$ cat src/design/vec_pkg.sv
`default_nettype none

package vec_pkg;

    // instruction geometry
    localparam int INSTR_W   = 32;
    localparam int REG_IDX_W = 5;   // also the width of vl in commands

    // major opcodes
    localparam logic [6:0] OPC_VLOAD  = 7'h07;  // vle32
    localparam logic [6:0] OPC_VARITH = 7'h57;  // vmacc, vmv, vsetivli
    localparam logic [6:0] OPC_STREAM = 7'h7F;  // custom vstreamout
    localparam logic [6:0] OPC_SYSTEM = 7'h73;

    // funct3 under OPC_VARITH
    localparam logic [2:0] F3_VMACC = 3'd0;
    localparam logic [2:0] F3_VMV   = 3'd5;
    localparam logic [2:0] F3_VSET  = 3'd7;

    // wfi is matched on the whole word
    localparam logic [INSTR_W-1:0] WFI_WORD = 32'h1050_0073;

    typedef enum logic [2:0] {
        OP_NOP    = 3'd0,
        OP_SPLAT  = 3'd1,
        OP_LOAD   = 3'd2,
        OP_MACC   = 3'd3,
        OP_STREAM = 3'd4,
        OP_WFI    = 3'd5,
        OP_VSET   = 3'd6   // vsetivli, no lane write
    } vec_op_e;

    // decoder output, 23 bits
    typedef struct packed {
        vec_op_e              op;
        logic [REG_IDX_W-1:0] vd;
        logic [REG_IDX_W-1:0] vs1;
        logic [REG_IDX_W-1:0] vs2;  // source of vstreamout too
        logic [4:0]           imm;
    } decoded_t;

    // broadcast to all lanes and the collector
    typedef struct packed {
        logic                 valid;  // one cycle per accepted instruction
        vec_op_e              op;
        logic [REG_IDX_W-1:0] vd;
        logic [REG_IDX_W-1:0] vs1;
        logic [REG_IDX_W-1:0] vs2;
        logic [4:0]           imm;
        logic [REG_IDX_W-1:0] vl;     // lanes below vl are active
    } lane_cmd_t;

endpackage

`default_nettype wire

$ cat src/design/stream_collector.sv
`timescale 1ns/1ps
`default_nettype none

module stream_collector
    import vec_pkg::*;
#(
    parameter int NUM_LANES = 4,
    parameter int DATA_W    = 32
) (
    input  logic                              clk,
    input  logic                              reset,
    input  lane_cmd_t                         cmd,
    input  logic [NUM_LANES-1:0][DATA_W-1:0]  lane_data,
    output logic [DATA_W-1:0]                 out_data,
    output logic [$clog2(NUM_LANES > 1 ? NUM_LANES : 2)-1:0] out_lane,
    output logic                              out_valid,
    input  logic                              out_ready,
    output logic                              busy
);

    localparam int LANE_W = (NUM_LANES > 1) ? $clog2(NUM_LANES) : 1;

    logic [NUM_LANES-1:0][DATA_W-1:0] buf_q;  // snapshot of all lanes
    logic [LANE_W-1:0]                idx_q;
    logic [REG_IDX_W-1:0]             vl_q;
    logic                             busy_q;

    logic start;
    logic beat_done;
    logic last_beat;

    assign start     = cmd.valid && (cmd.op == OP_STREAM);
    assign beat_done = out_valid && out_ready;
    assign last_beat = (REG_IDX_W'(idx_q) + REG_IDX_W'(1)) == vl_q;

    // captured once per vstreamout
    always_ff @(posedge clk) begin
        if (start) begin
            buf_q <= lane_data;
        end
    end

    always_ff @(posedge clk) begin
        if (reset) begin
            busy_q <= 1'b0;
            idx_q  <= '0;
            vl_q   <= '0;
        end else if (start) begin
            busy_q <= 1'b1;
            idx_q  <= '0;
            vl_q   <= cmd.vl;
        end else if (beat_done) begin
            if (last_beat) begin
                busy_q <= 1'b0;  // drain over
            end else begin
                idx_q <= idx_q + 1'b1;
            end
        end
    end

    // beat held while out_ready is low
    assign out_valid = busy_q;
    assign out_data  = buf_q[idx_q];
    assign out_lane  = idx_q;
    assign busy      = busy_q;

endmodule

`default_nettype wire

$ cat config.mk
export PLATFORM = sky130hd
export DESIGN_NAME = stream_collector
export DESIGN_NICKNAME = d
export VERILOG_FILES = /design/src/design/vec_pkg.sv /design/src/design/stream_collector.sv
export SDC_FILE = /design/constraint.sdc
export NUM_CORES = 1
export LEC_CHECK = 0
export BUFFER_PORTS_ARGS = -buffer_cell sky130_fd_sc_hd__buf_2
export CORE_MARGIN = 5
export CORE_UTILIZATION = 46
export DETAILED_ROUTE_END_ITERATION = 8
export PLACE_DENSITY = 0.76
export SLEW_MARGIN = 20
export SYNTH_ARGS = -nofsm -noshare
export SYNTH_HDL_FRONTEND = slang
export SYNTH_SLANG_ARGS = --single-unit
$ cat constraint.sdc
create_clock -name clk -period 3.4 [get_ports clk]
set_input_delay 0.34 -clock clk [delete_from_list [all_inputs] [get_ports clk]]
set_output_delay 0.34 -clock clk [all_outputs]
set_load 0.005 [all_outputs]
==> tab_implementation.tex, run 1 <==
\begin{tabular}{lr}
\hline
Metric & Value \\
\hline
\multicolumn{2}{l}{\textbf{Run status}} \\
\quad Status & stopped before the end \\
\quad Last stage reached & 4\_1\_cts \\
\quad Error Message & [ERROR RSZ-0060] Max buffer count reached. \\
\multicolumn{2}{l}{\textbf{Placement}} \\
\quad Cell Count Post-Placement & 522 \\
\quad Number of buffer cells added on primary ports & 175 \\
\quad Final weighted congestion in routability-driven placement & 0.753 \\
\quad Placed cell area & 6050 µm² \\
\quad Worst setup slack after placement & 1.22 ns \\
\quad Detailed placer's ending HPWL & 7310 µm \\
\multicolumn{2}{l}{\textbf{Logic synthesis}} \\
\quad Number of flops mapped to enable cells by yosys & 128 \\
\quad Synthesized netlist net count & 373 \\
\quad Post-synthesis cell type count & 23 \\
\quad Number of warnings printed during yosys synthesis & 0 \\
\quad Mapped Cells & 212 \\
\quad Number of register bits inferred by synthesis & 136 \\
\quad Sequential fraction of the synthesis area & 79.8\% \\
\quad Share of synthesized registers carrying an async set or reset & 0\% \\
\quad Post-Syn Area per Cell & 23.7 µm² \\
\quad Netlist area before placement & 5020 µm² \\
\quad Synth Flop Type & sky130\_fd\_sc\_hd\_\_edfxtp\_1 \\
\multicolumn{2}{l}{\textbf{CTS}} \\
\quad Number of buffers inserted by post-CTS setup repair & 0 \\
\quad \# clock sinks & 136 \\
\quad Number of buffers added by the clock tree synthesis step & 17 \\
\quad Max clock buf depth & 2 \\
\quad CTS HTree Levels & 4 \\
\quad Post-CTS Resized & 0 \\
\quad Number of hold buffers added after cts & 112 \\
\quad Clock root buffer & sky130\_fd\_sc\_hd\_\_clkbuf\_8 \\
\multicolumn{2}{l}{\textbf{Die}} \\
\quad Initial Util & 46.7\% \\
\quad Die extent in x & 114 µm \\
\quad I/O pins & 196 \\
\quad Row count & 38 \\
\quad Height of the chip & 114 µm \\
\hline
\end{tabular}
-- synth_stat cells, types with 2 or more instances --
master,count,area share (%)
sky130_fd_sc_hd__xnor2_1,2,0.35
sky130_fd_sc_hd__nand3_1,3,0.30
sky130_fd_sc_hd__nand2_1,12,0.90
sky130_fd_sc_hd__mux4_2,32,14
sky130_fd_sc_hd__buf_4,2,0.30
sky130_fd_sc_hd__dfxtp_1,8,3.2
sky130_fd_sc_hd__mux2i_1,2,0.40
sky130_fd_sc_hd__buf_2,3,0.30
sky130_fd_sc_hd__buf_6,3,0.67
sky130_fd_sc_hd__a21oi_1,5,0.50
sky130_fd_sc_hd__edfxtp_1,128,77
-- metrics by stage --
| stage | hold slack, ns | util, % |
|---|---|---|
| 3_3_place_gp | 0.445 | 56.3 |
| 3_5_place_dp | 0.466 | 56.3 |
| 2_1_floorplan | 0.409 | - |
-- kinds of logic after synthesis --
group	synth area share, %
adder cells (fa/ha/maj)	0.249
flip-flops	79.8
multiplexers	14.8
AND/OR/NAND/NOR	1.75
XOR/XNOR	0.524
buffers and inverters	1.89
AO/OA/AOI/OAI	1.05
==> run 2: changes to the inputs <==
--- a/config.mk
+++ b/config.mk
@@ -7,9 +7,9 @@
 export LEC_CHECK = 0
 export BUFFER_PORTS_ARGS = -buffer_cell sky130_fd_sc_hd__buf_2
 export CORE_MARGIN = 5
-export CORE_UTILIZATION = 46
+export CORE_UTILIZATION = 31
 export DETAILED_ROUTE_END_ITERATION = 8
-export PLACE_DENSITY = 0.76
+export PLACE_DENSITY_LB_ADDON = 0.15
 export SLEW_MARGIN = 20
 export SYNTH_ARGS = -nofsm -noshare
 export SYNTH_HDL_FRONTEND = slang
==> tab_implementation.tex, run 2 <==
\begin{tabular}{lr}
\hline
Metric & Value \\
\hline
\multicolumn{2}{l}{\textbf{Timing}} \\
\quad Maximum operating frequency & 0.382 GHz \\
\quad Total negative slack for setup checks & 0 ns \\
\quad Final hold violations & 0 \\
\quad Worst slew margin relative to its limit & 48.6\% \\
\quad Max-slew violation total from the final report & 0 \\
\quad Final worst clock skew & 0.00491 ns \\
\quad Portion of the clock cycle consumed by the worst path in the final layout & 77.0\% \\
\quad \# setup viols final & 0 \\
\quad Setup repair after global routing missed its margin & false \\
\quad Fin crit period & 2.62 ns \\
\quad Worst-margin pin slew & 0.771 ns \\
\multicolumn{2}{l}{\textbf{Power and ir drop}} \\
\quad Sw Pwr & 0.000738 W \\
\quad Switching part of the total & 18.7\% \\
\quad Max rail drop VDD & 337 µV \\
\quad Share of total power in the clock network & 47.7\% \\
\quad P per Cell Area & 583 nW/µm² \\
\quad Internal power summed over all cells & 0.00320 W \\
\quad Flop pwr share & 48.3\% \\
\quad Share of power burned in combinational logic & 4.0\% \\
\quad Static Leak & 2.48 nW \\
\multicolumn{2}{l}{\textbf{GRT}} \\
\quad Remaining global-route overflow & 0 \\
\quad Number of global-route vias before repair & 3056 \\
\quad All-layer global routing usage & 11.7\% \\
\quad Initial antenna violation count & 2 \\
\quad Maximum number of pins on one net before global-route repair & 82 \\
\quad First-pass GRT wire length & 16100 µm \\
\multicolumn{2}{l}{\textbf{Placement}} \\
\quad Number of buffer cells added on primary ports & 175 (unchanged) \\
\quad Final weighted congestion in routability-driven placement & 0.700 (-7.0\%) \\
\quad Placed cell area & 6140 µm² (+1.6\%) \\
\multicolumn{2}{l}{\textbf{Die}} \\
\quad Row count & 46 (+21\%) \\
\quad Height of the chip & 137 µm (+20\%) \\
\quad Die extent in x & 137 µm (+20\%) \\
\quad Area of the core region & 15900 µm² \\
\quad Initial Util & 31.6\% (-15 points) \\
\quad Die area & 18800 µm² \\
\quad I/O pins & 196 (unchanged) \\
\multicolumn{2}{l}{\textbf{Routing}} \\
\quad Detailed Route Iter0 Violations & 85 \\
\quad Average via count per standard cell & 4.29 \\
\quad DRC errors left & 0 \\
\quad Count of TritonRoute iterations in the first routing pass & 4 \\
\quad DRT Wirelength & 10800 µm \\
\quad Via count & 2708 \\
\quad Detail Route Antenna Nets & 0 \\
\quad Routed wirelength normalized by instance count & 17.0 µm \\
\multicolumn{2}{l}{\textbf{Logic synthesis}} \\
\quad Post-Syn Area per Cell & 23.7 µm² (unchanged) \\
\quad Post-synthesis cell type count & 23 (unchanged) \\
\quad Share of synthesized registers carrying an async set or reset & 0\% (unchanged) \\
\quad Mapped Cells & 212 (unchanged) \\
\quad Leading cell type by number of instances after synthesis & sky130\_fd\_sc\_hd\_\_edfxtp\_1 \\
\quad Synth Flop Type & sky130\_fd\_sc\_hd\_\_edfxtp\_1 \\
\quad Number of register bits inferred by synthesis & 136 (unchanged) \\
\quad Number of warnings printed during yosys synthesis & 0 (unchanged) \\
\quad Synthesized netlist net count & 373 (unchanged) \\
\quad Synth area leader & sky130\_fd\_sc\_hd\_\_edfxtp\_1 \\
\quad Synth cell count leaders & sky130\_fd\_sc\_hd\_\_edfxtp\_1, sky130\_fd\_sc\_hd\_\_mux4\_2, sky130\_fd\_sc\_hd\_\_nand2\_1 \\
\quad Netlist area before placement & 5020 µm² (unchanged) \\
\quad Sequential fraction of the synthesis area & 79.8\% (unchanged) \\
\quad Number of flops mapped to enable cells by yosys & 128 (unchanged) \\
\quad Top area cells in the synthesized netlist & sky130\_fd\_sc\_hd\_\_edfxtp\_1, sky130\_fd\_sc\_hd\_\_mux4\_2, sky130\_fd\_sc\_hd\_\_dfxtp\_1 \\
\quad Yosys top cell area share & 76.6\% (unchanged) \\
\multicolumn{2}{l}{\textbf{Setup path}} \\
\quad Critical path fanouts, max & 21 \\
\quad Crit end category & output port \\
\quad Worst r2r path cells & 4 \\
\quad Crit path from & out\_lane[0]\$\_SDFFE\_PP0P\_ \\
\quad Worst Path Required & 3.06 ns \\
\quad Origin of the critical flop-to-flop path & out\_lane[0]\$\_SDFFE\_PP0P\_ \\
\quad Data arrival time of the critical path & 2.28 ns \\
\quad Type of the worst setup path & reg -> out \\
\quad Worst Setup Start Kind & register \\
\multicolumn{2}{l}{\textbf{Finish}} \\
\quad Area of combinational cells with multiple inputs & 920 µm² \\
\quad Register with the most flip-flops & buf\_q \\
\quad Sequential cell area in the final layout & 4010 µm² \\
\quad Final Instance Area & 6760 µm² \\
\quad Commonest cells after routing, fill and taps aside & sky130\_fd\_sc\_hd\_\_buf\_2, sky130\_fd\_sc\_hd\_\_edfxtp\_1, sky130\_fd\_sc\_hd\_\_mux4\_2, sky130\_fd\_sc\_hd\_\_clkbuf\_16, sky130\_fd\_sc\_hd\_\_nand2\_1 \\
\quad Fillers & 1476 \\
\quad Most frequent standard cell in the layout excluding fill and tap cells & sky130\_fd\_sc\_hd\_\_buf\_2 \\
\quad Syn-to-layout area delta & 34.6\% \\
\quad Layout cell share with drive strength beyond 1 & 59.2\% \\
\quad Max reg flops & 128 \\
\quad Total Nets Final & 562 \\
\multicolumn{2}{l}{\textbf{Worst hold path}} \\
\quad Number of cells traversed by the worst hold path & 1 \\
\quad Hold path startpoint & lane\_data[106] \\
\quad Class of the tightest hold or removal check & in -> reg \\
\multicolumn{2}{l}{\textbf{CTS}} \\
\quad Clock-pin slew on the worst setup and hold paths & 0.06 ns \\
\quad Number of hold buffers added after cts & 0 (-100\%) \\
\quad TritonCTS clock tree & built \\
\quad Max clock buf depth & 2 (unchanged) \\
\quad Number of buffers inserted by post-CTS setup repair & 0 (unchanged) \\
\quad Post-CTS Resized & 0 (unchanged) \\
\quad \# clock sinks & 136 (unchanged) \\
\quad CTS HTree Levels & 4 (unchanged) \\
\quad Clock root buffer & sky130\_fd\_sc\_hd\_\_clkbuf\_16 \\
\quad Number of buffers added by the clock tree synthesis step & 17 (unchanged) \\
\quad Clock network latency to the later pin of the worst-skew pair & 0.41 ns \\
\multicolumn{2}{l}{\textbf{Run}} \\
\quad Max-cap violations & 0 \\
\multicolumn{2}{l}{\textbf{Run status}} \\
\quad Status & finished clean \\
\hline
\end{tabular}
==> run 2: cell counts after synthesis <==
No cell type changed its count.
==> run 2: cell type report <==
cell class,instances,area share [%]
Multi-Input combinational cell,64,13.6
Sequential cell,136,59.3
Clock inverter,14,2.65
Tap cell,216,4.00
Inverter,2,0.148
Clock buffer,18,6.35
Timing Repair Buffer,180,13.9
Antenna cell,1,0.0370
==> run 2: power by group through the flow <==
stage / Sequential, W / Combinational, W / Clock (W)
after floorplan: 0.00193 / 0.0000562 / 0
after global placement: 0.00193 / 0.000157 / 0
after detailed placement: 0.00194 / 0.000160 / 0
after CTS: 0.00190 / 0.000161 / 0.00194
after global routing: 0.00191 / 0.000173 / 0.00201
final: 0.00190 / 0.000157 / 0.00188
==> run 2: metal layers <==
layer  part of all wire (%)  GRT usage [%]  vias to the layer above
met3                     11           6.32                        8
met4                   0.99           3.99                        2
met1                     40           13.5                     1312
met2                     48           18.6                      120
li1                       -              -                     1266
met5                   0.12              0                        -
==> run 2: through the flow <==
step / hold WS (ns) / worst slack [ns] / util (%) / std cells / total power (W)
6_report: 0.104 / 0.780 / 42.5 / 631 / 0.00394
5_1_grt: 0.0740 / 0.565 / 42.5 / 631 / 0.00409
4_1_cts: 0.0770 / 0.679 / 42.5 / 630 / 0.00400
3_5_place_dp: 0.456 / 1.13 / 38.7 / 598 / 0.00210
3_3_place_gp: 0.446 / 1.13 / 38.7 / 598 / 0.00209
2_1_floorplan: 0.409 / 0.855 / - / 212 / 0.00199
==> run 2: worst max-delay path, cell delays in order, from the launching register on <==
cell	delay (ns)
sky130_fd_sc_hd__dfxtp_2	0.82
sky130_fd_sc_hd__buf_4	0.37
sky130_fd_sc_hd__mux4_2	0.53
sky130_fd_sc_hd__buf_2	0.15
==> run 2: cells by family after synthesis <==
| group | share of synthesized area (%) |
|---|---|
| flip-flops | 79.8 |
| multiplexers | 14.8 |
| AND/OR/NAND/NOR | 1.75 |
| buffers and inverters | 1.89 |
| AO/OA/AOI/OAI | 1.05 |
| XOR/XNOR | 0.524 |
| adder cells (fa/ha/maj) | 0.249 |
==> run 2: path summary, 6_finish.rpt <==
| check | slack [ns] | to |
|---|---|---|
| worst min register to register | 0.46 | vl_q[3]$_SDFFE_PP0P_ |
| worst max register to register | 1.47 | busy$_SDFFE_PP0P_ |
| worst max-delay path | 0.78 | out_data[29] |
| worst min-delay path | 0.10 | buf_q[106]$_DFFE_PP_ |
Note: power is estimated with default switching activity, not from simulation.
==> run 3: changes to the inputs <==
--- a/config.mk
+++ b/config.mk
@@ -5,6 +5,7 @@
 export SDC_FILE = /design/constraint.sdc
 export NUM_CORES = 1
 export LEC_CHECK = 0
+export ABC_AREA = 1
 export BUFFER_PORTS_ARGS = -buffer_cell sky130_fd_sc_hd__buf_2
 export CORE_MARGIN = 5
 export CORE_UTILIZATION = 31
==> constraint.sdc (replaced) <==
create_clock -name clk -period 2.2 [get_ports clk]
set_input_delay 0.22 -clock clk [delete_from_list [all_inputs] [get_ports clk]]
set_output_delay 0.22 -clock clk [all_outputs]
set_load 0.005 [all_outputs]
==> tab_implementation.tex, run 3 <==
\begin{tabular}{lr}
\hline
Metric & Value \\
\hline
\multicolumn{2}{l}{\textbf{Run status}} \\
\quad Status & finished clean \\
\multicolumn{2}{l}{\textbf{Routing}} \\
\quad Amount of wire on met2 after detailed routing & 7260 µm (+40\%) \\
\quad DRC errors left & 0 (unchanged) \\
\quad Wire length on met3 & 730 µm (-38\%) \\
\quad Detailed Route Iter0 Violations & 128 (+51\%) \\
\quad Average via count per standard cell & 4.39 (+2.2\%) \\
\quad Uppermost signal routing layer after detailed routing & met4 \\
\quad Detail Route Antenna Nets & 0 (unchanged) \\
\quad DRT Wirelength & 14100 µm (+31\%) \\
\quad Metal-1 WL & 5890 µm (+38\%) \\
\quad Via count & 3993 (+47\%) \\
\quad Count of TritonRoute iterations in the first routing pass & 4 (unchanged) \\
\quad Routed wirelength normalized by instance count & 15.5 µm (-8.8\%) \\
\multicolumn{2}{l}{\textbf{CTS}} \\
\quad Number of buffers added by the clock tree synthesis step & 17 (unchanged) \\
\quad TritonCTS clock tree & built \\
\quad Max clock buf depth & 2 (unchanged) \\
\quad CTS HTree Levels & 4 (unchanged) \\
\quad Clock network latency to the later pin of the worst-skew pair & 0.41 ns (about the same) \\
\quad Clock root buffer & sky130\_fd\_sc\_hd\_\_clkbuf\_16 \\
\quad Number of hold buffers added after cts & 128 (+128) \\
\quad Post-CTS Resized & 0 (unchanged) \\
\quad Number of buffers inserted by post-CTS setup repair & 0 (unchanged) \\
\quad \# clock sinks & 136 (unchanged) \\
\quad Clock-pin slew on the worst setup and hold paths & 0.06 ns (about the same) \\
\multicolumn{2}{l}{\textbf{Logic synthesis}} \\
\quad Leading cell type by number of instances after synthesis & sky130\_fd\_sc\_hd\_\_edfxtp\_1 \\
\quad Netlist area before placement & 5120 µm² (+2.0\%) \\
\quad Synthesized netlist net count & 527 (+41\%) \\
\quad Synth cell count leaders & sky130\_fd\_sc\_hd\_\_edfxtp\_1, sky130\_fd\_sc\_hd\_\_nor2\_1, sky130\_fd\_sc\_hd\_\_o21ai\_0 \\
\quad Post-synthesis cell type count & 23 (unchanged) \\
\quad Synth area leader & sky130\_fd\_sc\_hd\_\_edfxtp\_1 \\
\quad Synth Flop Type & sky130\_fd\_sc\_hd\_\_edfxtp\_1 \\
\quad Yosys top cell area share & 75.1\% (-1.5 points) \\
\quad Number of register bits inferred by synthesis & 136 (unchanged) \\
\quad Number of warnings printed during yosys synthesis & 0 (unchanged) \\
\quad Number of flops mapped to enable cells by yosys & 128 (unchanged) \\
\quad Sequential fraction of the synthesis area & 78.2\% (-1.6 points) \\
\quad Top area cells in the synthesized netlist & sky130\_fd\_sc\_hd\_\_edfxtp\_1, sky130\_fd\_sc\_hd\_\_nor2\_1, sky130\_fd\_sc\_hd\_\_o21ai\_0 \\
\quad Share of synthesized registers carrying an async set or reset & 0\% (unchanged) \\
\quad Mapped Cells & 366 (+73\%) \\
\quad Post-Syn Area per Cell & 14.0 µm² (-41\%) \\
\multicolumn{2}{l}{\textbf{Finish}} \\
\quad Antenna fix cells & 0 (-1) \\
\quad Syn-to-layout area delta & 59.3\% \\
\quad Commonest cells after routing, fill and taps aside & sky130\_fd\_sc\_hd\_\_buf\_2, sky130\_fd\_sc\_hd\_\_edfxtp\_1, sky130\_fd\_sc\_hd\_\_dlygate4sd3\_1, sky130\_fd\_sc\_hd\_\_nor2\_1, sky130\_fd\_sc\_hd\_\_o21ai\_0 \\
\quad Fillers & 1459 (-1.2\%) \\
\quad Most frequent standard cell in the layout excluding fill and tap cells & sky130\_fd\_sc\_hd\_\_buf\_2 \\
\quad Register with the most flip-flops & buf\_q \\
\quad Layout cell share with drive strength beyond 1 & 31.7\% (-27 points) \\
\quad Total Nets Final & 838 (+49\%) \\
\quad Max reg flops & 128 (unchanged) \\
\quad Final Instance Area & 8160 µm² (+21\%) \\
\multicolumn{2}{l}{\textbf{Power and ir drop}} \\
\quad Static Leak & 3.19 nW (+29\%) \\
\quad P per Cell Area & 755 nW/µm² (+29\%) \\
\quad Design Power & 0.00616 W (+56\%) \\
\quad Max rail drop VDD & 545 µV (+61\%) \\
\multicolumn{2}{l}{\textbf{GRT}} \\
\quad Number of global-route vias before repair & 4311 (+41\%) \\
\quad Maximum number of pins on one net before global-route repair & 59 (-28\%) \\
\quad All-layer global routing usage & 14.9\% (+3.2 points) \\
\quad Remaining global-route overflow & 0 (unchanged) \\
\quad Initial antenna violation count & 0 (-2) \\
\quad First-pass GRT wire length & 22300 µm (+39\%) \\
\multicolumn{2}{l}{\textbf{Setup path}} \\
\quad Worst r2r path cells & 9 (+5) \\
\quad Type of the worst setup path & reg -> out \\
\quad Critical path fanouts, max & 45 (+110\%) \\
\quad Worst Setup Start Kind & register \\
\quad Crit end category & output port \\
\quad Data arrival time of the critical path & 1.72 ns (-0.56 ns) \\
\quad Worst Path Required & 1.98 ns (-1.08 ns) \\
\multicolumn{2}{l}{\textbf{Timing}} \\
\quad Total negative slack for setup checks & 0 ns (unchanged) \\
\quad \# setup viols final & 0 (unchanged) \\
\quad Portion of the clock cycle consumed by the worst path in the final layout & 88.4\% \\
\quad Fin crit period & 1.94 ns \\
\quad Max-slew violation total from the final report & 0 (unchanged) \\
\quad Final hold violations & 0 (unchanged) \\
\quad Maximum operating frequency & 0.514 GHz \\
\quad Setup repair after global routing missed its margin & false \\
\quad Smallest setup slack after layout & 0.256 ns (-0.525 ns) \\
\quad Worst-margin pin slew & 0.492 ns (-0.280 ns) \\
\quad Final worst clock skew & 0.00476 ns (-0.000155 ns) \\
\quad Worst slew margin relative to its limit & 67.2\% (+19 points) \\
\multicolumn{2}{l}{\textbf{Placement}} \\
\quad Final weighted congestion in routability-driven placement & 0.762 (+8.8\%) \\
\quad Number of buffer cells added on primary ports & 175 (unchanged) \\
\quad Placed cell area & 6310 µm² (+2.6\%) \\
\quad Detailed placer's ending HPWL & 8490 µm \\
\quad Worst setup slack after placement & 0.603 ns (-0.525 ns) \\
\multicolumn{2}{l}{\textbf{Die}} \\
\quad Die area & 19200 µm² (+1.9\%) \\
\quad Height of the chip & 139 µm (+0.94\%) \\
\quad Initial Util & 31.2\% (-0.38 points) \\
\quad Area of the core region & 16400 µm² (+3.3\%) \\
\quad Row count & 47 (+2.2\%) \\
\quad Die extent in x & 139 µm (+0.94\%) \\
\quad I/O pins & 196 (unchanged) \\
\multicolumn{2}{l}{\textbf{Run}} \\
\quad Max-cap violations & 0 (unchanged) \\
\multicolumn{2}{l}{\textbf{Worst hold path}} \\
\quad Number of cells traversed by the worst hold path & 3 (+2) \\
\quad Class of the tightest hold or removal check & in -> reg \\
\hline
\end{tabular}
run 3: changes by cell type after synthesis, sizes merged, moves of 6 or more:
cell	delta
clkbuf	+7
inv	+6
mux4	-32
nand2	+8
nor2	+70
o21ai	+64
o22ai	+32
run 3: through the flow:
stage	util, %	hold slack [ns]	std cells
global route	49.7	0.0579	910
floorplan	-	0.289	366
global placement	38.4	0.396	750
detailed placement	38.4	0.398	750
finish	49.7	0.0730	910
CTS	49.7	0.0508	910
run 3: path summary, 6_finish.rpt:
kind,startpoint,to,slack (ns)
max,out_lane[0]$_SDFFE_PP0P_,out_data[26],0.26
min,cmd[1],vl_q[1]$_SDFFE_PP0P_,0.07
max reg2reg,out_lane[0]$_SDFFE_PP0P_,out_lane[1]$_SDFFE_PP0P_,0.63
min reg2reg,vl_q[4]$_SDFFE_PP0P_,vl_q[4]$_SDFFE_PP0P_,0.47
run 3: logic make-up (layout without fill, tap and decap cells):
family	Yosys count	in the layout	share of synthesized area (%)
flip-flops	136	136	78.2
AO/OA/AOI/OAI	104	104	11.0
AND/OR/NAND/NOR	96	96	7.87
buffers and inverters	29	353	2.66
adder cells (fa/ha/maj)	1	1	0.244
run 3: layout make-up:
type,count,area [µm²],area share [%]
clock buffers,21,440,5.40
inverters,8,32.5,0.399
well taps,220,275,3.37
repair buffers,313,2290,28.1
flip-flops and latches,136,4010,49.1
clock inverters,11,130,1.59
multi-input cells,201,981,12.0
run 3: power breakdown:
group          total, W  leakage (nW)  internal (W)  switching (W)
combinational  0.000447          1.69      0.000284       0.000163
clock           0.00278         0.273       0.00176        0.00102
sequential      0.00294          1.23       0.00292      0.0000199
run 3: metal layers:
layer | GRT usage (%) | vias to the layer above
li1 | - | 1986
met2 | 26.2 | 112
met1 | 17.1 | 1872
met4 | 5.04 | 0
met3 | 4.90 | 23
met5 | 0 | -
run 3: worst max-delay path: stages, from the launching register on:
cell	delay, ns
sky130_fd_sc_hd__dfxtp_2	0.34
sky130_fd_sc_hd__buf_4	0.42
sky130_fd_sc_hd__o21ai_0	0.16
sky130_fd_sc_hd__o22ai_1	0.22
sky130_fd_sc_hd__buf_2	0.16
==> run 4: changes to the inputs <==
--- a/config.mk
+++ b/config.mk
@@ -5,10 +5,10 @@
 export SDC_FILE = /design/constraint.sdc
 export NUM_CORES = 1
 export LEC_CHECK = 0
-export ABC_AREA = 1
 export BUFFER_PORTS_ARGS = -buffer_cell sky130_fd_sc_hd__buf_2
 export CORE_MARGIN = 5
 export CORE_UTILIZATION = 31
+export CTS_CLUSTER_SIZE = 16
 export DETAILED_ROUTE_END_ITERATION = 8
 export PLACE_DENSITY_LB_ADDON = 0.15
 export SLEW_MARGIN = 20
==> tab_implementation.tex, run 4 <==
\begin{tabular}{lr}
\hline
Metric & Value \\
\hline
\multicolumn{2}{l}{\textbf{Logic synthesis}} \\
\quad Dominant combinational cell family by area after synthesis & multiplexers \\
\quad Synth cell count leaders & sky130\_fd\_sc\_hd\_\_edfxtp\_1, sky130\_fd\_sc\_hd\_\_mux4\_2, sky130\_fd\_sc\_hd\_\_nand2\_1 \\
\quad Synth area leader & sky130\_fd\_sc\_hd\_\_edfxtp\_1 \\
\quad Yosys top cell area share & 76.6\% (+1.5 points) \\
\quad Compound-gate portion of the synthesized area & 1.05\% (-10 points) \\
\quad Share of synthesized registers carrying an async set or reset & 0\% (unchanged) \\
\quad Post-synthesis cell type count & 23 (unchanged) \\
\quad Synth Flop Type & sky130\_fd\_sc\_hd\_\_edfxtp\_1 \\
\quad Sequential fraction of the synthesis area & 79.8\% (+1.6 points) \\
\quad Synthesized netlist net count & 373 (-29\%) \\
\quad Post-Syn Area per Cell & 23.7 µm² (+69\%) \\
\quad Number of warnings printed during yosys synthesis & 0 (unchanged) \\
\quad Top area cells in the synthesized netlist & sky130\_fd\_sc\_hd\_\_edfxtp\_1, sky130\_fd\_sc\_hd\_\_mux4\_2, sky130\_fd\_sc\_hd\_\_dfxtp\_1 \\
\quad Number of flops mapped to enable cells by yosys & 128 (unchanged) \\
\quad Basic-gate share of the synthesized area counting and, or, nand and nor cells & 1.75\% (-6.1 points) \\
\quad Adder-cell share of the synthesized area & 0.249\% (+0.0050 points) \\
\quad Portion of netlist area occupied by mux cells & 14.8\% (+15 points) \\
\quad Netlist area before placement & 5020 µm² (-2.0\%) \\
\quad Post-synthesis share of cell area spent on xor and xnor gates & 0.524\% (+0.52 points) \\
\quad Number of register bits inferred by synthesis & 136 (unchanged) \\
\quad Mapped Cells & 212 (-42\%) \\
\quad Leading cell type by number of instances after synthesis & sky130\_fd\_sc\_hd\_\_edfxtp\_1 \\
\multicolumn{2}{l}{\textbf{Placement}} \\
\quad Final weighted congestion in routability-driven placement & 0.703 (-7.7\%) \\
\quad Number of buffer cells added on primary ports & 175 (unchanged) \\
\quad Detailed placer's ending HPWL & 7560 µm (-11\%) \\
\quad Worst setup slack after placement & 0.486 ns (-0.117 ns) \\
\multicolumn{2}{l}{\textbf{CTS}} \\
\quad Number of buffers inserted by post-CTS setup repair & 0 (unchanged) \\
\quad \# clock sinks & 136 (unchanged) \\
\quad Max clock buf depth & 2 (unchanged) \\
\quad Number of hold buffers added after cts & 127 (-0.78\%) \\
\quad Number of buffers added by the clock tree synthesis step & 17 (unchanged) \\
\quad Post-CTS Resized & 0 (unchanged) \\
\quad CTS HTree Levels & 4 (unchanged) \\
\quad Clock root buffer & sky130\_fd\_sc\_hd\_\_clkbuf\_16 \\
\multicolumn{2}{l}{\textbf{Die}} \\
\quad Height of the chip & 137 µm (-0.93\%) \\
\quad Die extent in x & 137 µm (-0.93\%) \\
\quad I/O pins & 196 (unchanged) \\
\quad Row count & 46 (-2.1\%) \\
\quad Initial Util & 31.6\% (+0.38 points) \\
\multicolumn{2}{l}{\textbf{Run status}} \\
\quad Error Message & [ERROR RSZ-0060] Max buffer count reached. \\
\quad Last stage reached & 4\_1\_cts \\
\quad Status & stopped before the end \\
\hline
\end{tabular}
-- run 4: kinds of logic after synthesis --
kind of cell             after synthesis
XOR/XNOR                               3
multiplexers                          34
flip-flops                           136
AO/OA/AOI/OAI                          7
AND/OR/NAND/NOR                       19
buffers and inverters                 12
adder cells (fa/ha/maj)                1
-- run 4: through the flow --
step / cells / cell area (µm²) / utilization (%)
after detailed placement: 599 / 6160 / 38.8
after global placement: 599 / 6160 / 38.8
after floorplan: 212 / 5020 / -
